<file path="src/include/llc_consts.svh">
`ifndef LLC_CONSTS_SVH
`define LLC_CONSTS_SVH

// set addressing
`define LLC_SET_BITS 6

// associativity and the width of a way number
`define LLC_WAYS 4
`define LLC_WAY_BITS 2

// banks are picked by the upper set bits
`define LLC_BANK_BITS 1
`define LLC_BANKS 2

// row inside a bank, the set bits left below the bank bits
`define LLC_ROW_BITS (`LLC_SET_BITS - `LLC_BANK_BITS)

// per-way payload and metadata widths
`define LLC_TAG_BITS 20
`define LLC_LINE_BITS 128
`define LLC_SHARERS_BITS 16
`define LLC_STATE_BITS 3

`endif

</file>
<file path="src/design/llc_pkg.sv">
`default_nettype none

`include "llc_consts.svh"

package llc_pkg;

    // addressing
    typedef logic [`LLC_SET_BITS-1:0] llc_set_t;
    typedef logic [`LLC_WAY_BITS-1:0] llc_way_t;
    typedef logic [`LLC_BANK_BITS-1:0] llc_bank_t;
    typedef logic [`LLC_ROW_BITS-1:0] llc_row_t;

    // stored fields
    typedef logic [`LLC_TAG_BITS-1:0] llc_tag_t;
    typedef logic [`LLC_LINE_BITS-1:0] line_t;
    typedef logic [`LLC_SHARERS_BITS-1:0] sharers_t;

    // coherence state of one way
    // invalid must stay at zero, reset of the read registers relies on it
    typedef enum logic [`LLC_STATE_BITS-1:0] {
        invalid   = 3'd0,
        valid     = 3'd1,
        shared    = 3'd2,
        exclusive = 3'd3,
        modified  = 3'd4,
        sd        = 3'd5,
        sharers_d = 3'd6
    } llc_state_t;

endpackage

`default_nettype wire

</file>
<file path="src/design/llc_wr_if.sv">
`timescale 1ns/1ns
`default_nettype none

`include "llc_consts.svh"

interface llc_wr_if;

    // target of the write
    llc_pkg::llc_bank_t bank;
    llc_pkg::llc_row_t row;

    // per-way strobes, one cycle each
    logic [`LLC_WAYS-1:0] line_we;
    logic [`LLC_WAYS-1:0] meta_we;
    logic evict_we;

    // write fields, shared by all ways
    llc_pkg::line_t line;
    llc_pkg::llc_tag_t tag;
    llc_pkg::llc_state_t state;
    logic dirty;
    llc_pkg::sharers_t sharers;
    llc_pkg::llc_way_t evict_way;

    modport decoder (
        output bank, row, line_we, meta_we, evict_we,
        output line, tag, state, dirty, sharers, evict_way
    );

    modport banks (
        input bank, row, line_we, meta_we, evict_we,
        input line, tag, state, dirty, sharers, evict_way
    );

endinterface

`default_nettype wire

</file>
<file path="src/design/llc_wr_decode.sv">
`timescale 1ns/1ns
`default_nettype none

`include "llc_consts.svh"

module llc_wr_decode (
    input  var llc_pkg::llc_set_t    set_in,
    input  var llc_pkg::llc_way_t    way,
    input  var logic                 wr_en,
    input  var logic [`LLC_WAYS-1:0] wr_rst_flush,
    input  var logic                 wr_en_evict_way,
    input  var llc_pkg::line_t       wr_data_line,
    input  var llc_pkg::llc_tag_t    wr_data_tag,
    input  var llc_pkg::llc_state_t  wr_data_state,
    input  var logic                 wr_data_dirty_bit,
    input  var llc_pkg::sharers_t    wr_data_sharers,
    input  var llc_pkg::llc_way_t    wr_data_evict_way,
    llc_wr_if.decoder                wr
);

    // upper set bits pick the bank, the rest address a row in it
    assign wr.bank = set_in[`LLC_SET_BITS-1 -: `LLC_BANK_BITS];
    assign wr.row = set_in[`LLC_ROW_BITS-1:0];

    // a full write hits one way, a flush bit rewrites only the metadata of its way
    always_comb begin
        for (int w = 0; w < `LLC_WAYS; w++) begin
            wr.line_we[w] = wr_en && (way == llc_pkg::llc_way_t'(w));
            wr.meta_we[w] = (wr_en && (way == llc_pkg::llc_way_t'(w))) || wr_rst_flush[w];
        end
    end

    assign wr.evict_we = wr_en_evict_way;

    assign wr.line = wr_data_line;
    assign wr.tag = wr_data_tag;
    assign wr.state = wr_data_state;
    assign wr.dirty = wr_data_dirty_bit;
    assign wr.sharers = wr_data_sharers;
    assign wr.evict_way = wr_data_evict_way;

    // the state that lands in any way must be one of the defined encodings
    always_comb begin
        if (|wr.meta_we) begin
            a_state_legal: assert final (wr_data_state <= llc_pkg::sharers_d)
                else $error("state write with undefined encoding %0d", wr_data_state);
        end
    end

endmodule

`default_nettype wire

</file>
<file path="src/flat_wrapper.sv">
// flat-port wrapper written by rule: the top's interface ports become plain ports
module llc_wr_decode_flat 
  (set_in, way, wr_en, wr_rst_flush, wr_en_evict_way, wr_data_line, wr_data_tag, wr_data_state, wr_data_dirty_bit, wr_data_sharers, wr_data_evict_way, wr_bank, wr_row, wr_line_we, wr_meta_we, wr_evict_we, wr_line, wr_tag, wr_state, wr_dirty, wr_sharers, wr_evict_way);
  llc_wr_if wr_i ();
  input  var llc_pkg::llc_set_t set_in;
  input  var llc_pkg::llc_way_t way;
  input  var logic wr_en;
  input  var logic [`LLC_WAYS-1:0] wr_rst_flush;
  input  var logic wr_en_evict_way;
  input  var llc_pkg::line_t wr_data_line;
  input  var llc_pkg::llc_tag_t wr_data_tag;
  input  var llc_pkg::llc_state_t wr_data_state;
  input  var logic wr_data_dirty_bit;
  input  var llc_pkg::sharers_t wr_data_sharers;
  input  var llc_pkg::llc_way_t wr_data_evict_way;
  output wire logic [$bits(wr_i.bank)-1:0] wr_bank;
  output wire logic [$bits(wr_i.row)-1:0] wr_row;
  output wire logic [$bits(wr_i.line_we)-1:0] wr_line_we;
  output wire logic [$bits(wr_i.meta_we)-1:0] wr_meta_we;
  output wire logic [$bits(wr_i.evict_we)-1:0] wr_evict_we;
  output wire logic [$bits(wr_i.line)-1:0] wr_line;
  output wire logic [$bits(wr_i.tag)-1:0] wr_tag;
  output wire logic [$bits(wr_i.state)-1:0] wr_state;
  output wire logic [$bits(wr_i.dirty)-1:0] wr_dirty;
  output wire logic [$bits(wr_i.sharers)-1:0] wr_sharers;
  output wire logic [$bits(wr_i.evict_way)-1:0] wr_evict_way;
  assign wr_bank = wr_i.bank;
  assign wr_row = wr_i.row;
  assign wr_line_we = wr_i.line_we;
  assign wr_meta_we = wr_i.meta_we;
  assign wr_evict_we = wr_i.evict_we;
  assign wr_line = wr_i.line;
  assign wr_tag = wr_i.tag;
  assign wr_state = wr_i.state;
  assign wr_dirty = wr_i.dirty;
  assign wr_sharers = wr_i.sharers;
  assign wr_evict_way = wr_i.evict_way;
  llc_wr_decode u_core (.set_in(set_in), .way(way), .wr_en(wr_en), .wr_rst_flush(wr_rst_flush), .wr_en_evict_way(wr_en_evict_way), .wr_data_line(wr_data_line), .wr_data_tag(wr_data_tag), .wr_data_state(wr_data_state), .wr_data_dirty_bit(wr_data_dirty_bit), .wr_data_sharers(wr_data_sharers), .wr_data_evict_way(wr_data_evict_way), .wr(wr_i));
endmodule
</file>
<file path="config.mk">
export PLATFORM = sky130hd
export DESIGN_NAME = llc_wr_decode_flat
export DESIGN_NICKNAME = d
export VERILOG_FILES = /design/src/design/llc_pkg.sv /design/src/design/llc_wr_if.sv /design/src/design/llc_wr_decode.sv /design/src/flat_wrapper.sv
export VERILOG_INCLUDE_DIRS = /design/src /design/src/include
export SDC_FILE = /design/constraint.sdc
export NUM_CORES = 1
export LEC_CHECK = 0
export ABC_AREA = 0
export BUFFER_PORTS_ARGS = -buffer_cell sky130_fd_sc_hd__buf_4
export CAP_MARGIN = 0
export CORE_AREA = 4 4 142 144
export DETAILED_ROUTE_END_ITERATION = 10
export DIE_AREA = 0 0 146 148
export PLACE_DENSITY = 0.34
export SETUP_SLACK_MARGIN = 0.4
export SKIP_LAST_GASP = 1
export SLEW_MARGIN = 20
export SYNTH_ARGS = -nofsm -noshare
export SYNTH_HDL_FRONTEND = slang
export SYNTH_SLANG_ARGS = --single-unit
</file>
<file path="constraint.sdc">
create_clock -name vclk -period 0.8
set_input_delay 0.12 -clock vclk [all_inputs]
set_output_delay 0.12 -clock vclk [all_outputs]
set_load 0.01 [all_outputs]
</file>
# Yosys cells after proc, flatten, opt, wreduce, memory -nomap -nowiden
# Index checks and enable logic that the tools add are counted.
# op_classes
mul,0
reduce_logical,9
order_cmp,0
mux,0
div,0
eq_ne,3
n_bitwise,0
shifts,0
add_sub_neg,0
# op_table
operator,n
"== test 2 bit, second input constant",2
logical AND 1 bit,4
logical OR 1 bit,4
"== test 2 x 1 -> 1 bit, second input constant",1
logical NOT 2 bit,1
# word_totals
ram_bits,0
memories,0
inputBits,184
romBits,0
out_inout_bits,185
word_cells,12
latchBits,0
ff_bits,0

# Logic depth before layout (Yosys ltp)
# logic_depth
word_depth,3
ltp_mapped,2
ltp_nobuf,2

# Worst setup path after synthesis
# Ideal clock, no wire load.
# synth_path
kind,input to output
start,input port way[0]
end,output port wr_meta_we[0]
path_buffers,0
path_slack_ps,2
arrival_ps,678
path_stages,2
path_cell_list,nor3b_1 or2_1
# synth_via
elab_chain_cells,3
# synth_lines
element,line,rtl
from (decl),flat_wrapper.sv:6,input var llc_pkg::llc_way_t way;
logical NOT 2 bit,llc_wr_decode.sv:29,wr.meta_we[w] = (wr_en && (way == llc_pkg::llc_way_t'(w))) || wr_rst_flush[w];
logical AND 1 bit,llc_wr_decode.sv:29,
logical OR 1 bit,llc_wr_decode.sv:29,
to (decl),flat_wrapper.sv:19,output wire logic [$bits(wr_i.meta_we)-1:0] wr_meta_we;
# Every way passes these cells.

# Worst setup path after layout
# layout_path
start,input port way[1]
end,output port wr_meta_we[2]
# layout_via
elab_chain_cells,3
# layout_lines
element,line
== test 2 bit,llc_wr_decode.sv:29
logical AND 1 bit,llc_wr_decode.sv:29
logical OR 1 bit,llc_wr_decode.sv:29
# Every way passes these cells.

==> impl_results.html <==
<table>
<tr><th>Metric</th><th>Value</th></tr>
<tr><th colspan="2">Status</th></tr>
<tr><td>Run status</td><td>finished with violations</td></tr>
<tr><td>Violations in the final reports</td><td>setup timing</td></tr>
<tr><th colspan="2">Timing</th></tr>
<tr><td>Achievable clock frequency</td><td>1170 MHz</td></tr>
<tr><td>Worst slew pin tran</td><td>0.174 ns</td></tr>
<tr><td>Summed negative setup slack over all endpoints</td><td>-0.148 ns</td></tr>
<tr><td>Unrepaired setup endpoints after global routing</td><td>true</td></tr>
<tr><td>Slew Limit Fails</td><td>0</td></tr>
<tr><td>Crit share post-route</td><td>107%</td></tr>
<tr><td>Setup slack of the critical path after layout</td><td>-0.0580 ns</td></tr>
<tr><td>Max_slew headroom</td><td>88.4%</td></tr>
<tr><td>Final setup violation count</td><td>3</td></tr>
<tr><td>Final critical delay including setup and external delays</td><td>0.858 ns</td></tr>
<tr><td>Fin Hold WS</td><td>0.240 ns</td></tr>
<tr><td>Number of hold-slack violations in the final timing report</td><td>0</td></tr>
<tr><th colspan="2">Global routing</th></tr>
<tr><td>Antenna violations before repair</td><td>1</td></tr>
<tr><td>Global-route wire length before repair</td><td>5.44 mm</td></tr>
<tr><td>Vias in the first global route</td><td>546</td></tr>
<tr><td>Overall Global Routing Usage</td><td>3.80%</td></tr>
<tr><td>Maximum number of pins on one net before global-route repair</td><td>5</td></tr>
<tr><td>Sum of overflow across all layers after global routing</td><td>0</td></tr>
<tr><th colspan="2">Cells and area</th></tr>
<tr><td>Share of layout cells above drive strength 1</td><td>89.7%</td></tr>
<tr><td>Most used cells in the layout excluding fill and tap cells</td><td>12 x sky130_fd_sc_hd__buf_6, 5 x sky130_fd_sc_hd__buf_4, 3 x sky130_fd_sc_hd__buf_8, 2 x sky130_fd_sc_hd__or2_1</td></tr>
<tr><td>Seq. cell area</td><td>0 µm²</td></tr>
<tr><td>Number of clock buffers in the layout</td><td>0</td></tr>
<tr><td>N_diodes</td><td>0</td></tr>
<tr><td>Signed area change from the synthesized netlist to the final layout</td><td>-55.2%</td></tr>
<tr><td>FILL cells</td><td>2198</td></tr>
<tr><td>Number of sequential cells</td><td>0</td></tr>
<tr><td>Commonest non-fill, non-tap cell in the layout</td><td>sky130_fd_sc_hd__buf_6</td></tr>
<tr><td>Final #Nets</td><td>215</td></tr>
<tr><th colspan="2">Power</th></tr>
<tr><td>Leakage power</td><td>0.159 nW</td></tr>
<tr><td>Power density normalized to cell area</td><td>299 nW/µm²</td></tr>
<tr><td>Post-route total power</td><td>0.186 mW</td></tr>
<tr><td>Worst vdd rail ir drop</td><td>56.1 µV</td></tr>
<tr><th colspan="2">Worst setup path</th></tr>
<tr><td>Type of element launching the critical path</td><td>primary input</td></tr>
<tr><td>Critical path data arrival time</td><td>0.74 ns</td></tr>
<tr><td>Crit-path max FO</td><td>4</td></tr>
<tr><td>Logic depth of the worst path, buffers included</td><td>4</td></tr>
<tr><td>Buf/Inv on CP</td><td>2</td></tr>
<tr><td>Largest stage delay, worst path</td><td>0.21 ns</td></tr>
<tr><td>Cell Chain, Critical Path</td><td>buf_8 &gt; and3b_1 &gt; or2_1 &gt; buf_6</td></tr>
<tr><td>Data required time of the critical path</td><td>0.68 ns</td></tr>
<tr><td>Cell at the slowest stage of the critical path</td><td>sky130_fd_sc_hd__or2_1</td></tr>
<tr><td>Critical path endpoint category</td><td>output port</td></tr>
<tr><td>Worst setup path class</td><td>primary input to output port</td></tr>
<tr><td>Category of cells accounting for the largest share of critical-path delay</td><td>simple AND/OR/NAND/NOR gates</td></tr>
<tr><th colspan="2">Floorplanning</th></tr>
<tr><td>Core box area</td><td>18700 µm²</td></tr>
<tr><td>Top-level port count</td><td>369</td></tr>
<tr><td>Full die area</td><td>21600 µm²</td></tr>
<tr><td>Horizontal die dimension</td><td>146 µm</td></tr>
<tr><td>Placement row count</td><td>50</td></tr>
<tr><td>Vert. Die Dim</td><td>148 µm</td></tr>
<tr><td>Starting density of the core</td><td>7.41%</td></tr>
<tr><th colspan="2">Placed design</th></tr>
<tr><td>Setup Slack @ Placement</td><td>-0.114 ns</td></tr>
<tr><td>Number of buffers added on ports</td><td>15</td></tr>
<tr><td>Routability cong.</td><td>0.565</td></tr>
<tr><th colspan="2">Synth</th></tr>
<tr><td>Largest cells by area after synthesis</td><td>sky130_fd_sc_hd__buf_4 96%, sky130_fd_sc_hd__or2_1 1.4%, sky130_fd_sc_hd__and3b_1 0.63%</td></tr>
<tr><td>Unique cell type count in the Yosys netlist</td><td>8</td></tr>
<tr><td>Post-synthesis cell type with the largest combined area</td><td>sky130_fd_sc_hd__buf_4</td></tr>
<tr><td>Mean Syn Cell Area</td><td>7.45 µm²</td></tr>
<tr><td>Area share of the leading cell type in the synthesized netlist</td><td>95.8%</td></tr>
<tr><td>Synth warn</td><td>0</td></tr>
<tr><td>Total standard cell area after synthesis</td><td>1390 µm²</td></tr>
<tr><td>Seq/Total Area, Yosys</td><td>0%</td></tr>
<tr><td>Net count after synthesis</td><td>370</td></tr>
<tr><td>Post-Syn Instances</td><td>186</td></tr>
<tr><th colspan="2">Drt</th></tr>
<tr><td>Initial drt markers</td><td>3</td></tr>
<tr><td>Detailed Route WL</td><td>4.89 mm</td></tr>
<tr><td>Wire length per cell</td><td>18.6 µm</td></tr>
<tr><td>Via-per-instance ratio</td><td>1.79</td></tr>
<tr><td>Detailed Routing Iterations Pass 1</td><td>2</td></tr>
<tr><td>Number of antenna-violating nets in the routed design</td><td>0</td></tr>
<tr><td>Vias after detailed routing</td><td>471</td></tr>
<tr><td>Final routed DRC violation total</td><td>0</td></tr>
<tr><th colspan="2">Hold path</th></tr>
<tr><td>Worst hold stages</td><td>0</td></tr>
<tr><td>Class of the worst hold path</td><td>primary input to output port</td></tr>
<tr><th colspan="2">Run</th></tr>
<tr><td>Max-cap violations</td><td>0</td></tr>
</table>
-- final timing paths --
kind | slack [ns] | startpoint | to
setup / recovery | -0.06 | way[1] | wr_meta_we[2]
hold / removal | 0.24 | wr_data_line[119] | wr_line[119]
-- what timing repair did --
action	4_1_cts	5_1_grt
pin swaps	5	2
buffers inserted	1	0
setup endpoints to repair	8	8
endpoints found under the hold margin	0	0
hold buffers	0	0
gates resized for setup	13	6
-- Yosys cell counts --
| cell | instances |
|---|---|
| sky130_fd_sc_hd__and3_2 | 1 |
| sky130_fd_sc_hd__and3b_1 | 1 |
| sky130_fd_sc_hd__buf_4 | 177 |
| sky130_fd_sc_hd__nand2_1 | 1 |
| sky130_fd_sc_hd__nor2_1 | 1 |
| sky130_fd_sc_hd__nor3b_1 | 1 |
| sky130_fd_sc_hd__o21bai_1 | 1 |
| sky130_fd_sc_hd__or2_1 | 3 |
-- through the flow --
step	utilization [%]	instances	instance area, µm²
floorplan	-	186	1430
global placement	2.89	262	541
detailed placement	2.89	262	541
CTS	3.19	263	597
global route	3.32	263	621
finish	3.32	263	621
-- final cells by class --
class / count / area (µm²) / area share, %
Tap cell: 234 / 293 / 47.2
Multi-Input combinational cell: 9 / 110 / 17.7
Timing Repair Buffer: 20 / 218 / 35.1
-- cell families (layout without fill, tap and decap cells) --
group | count (synthesis) | in the layout | share of synthesized area (%)
buffers and inverters | 177 | 20 | 95.8
and+or+nand+nor | 8 | 8 | 3.61
AOI/OAI and AO/OA | 1 | 1 | 0.542
-- power by group --
group,switching [mW],internal (mW)
sequential,0,0
combinational,0.0687,0.117
clock,0,0
-- metal layers --
layer | vias to the layer above | wire [µm] | GRT usage (%)
li1 | 71 | - | -
met1 | 126 | 363 | 0.756
met2 | 190 | 2250 | 6.23
met3 | 82 | 1670 | 5.82
met4 | 2 | 594 | 4.33
met5 | - | 13 | 0
No activity file was read; power rests on OpenSTA's default activity.
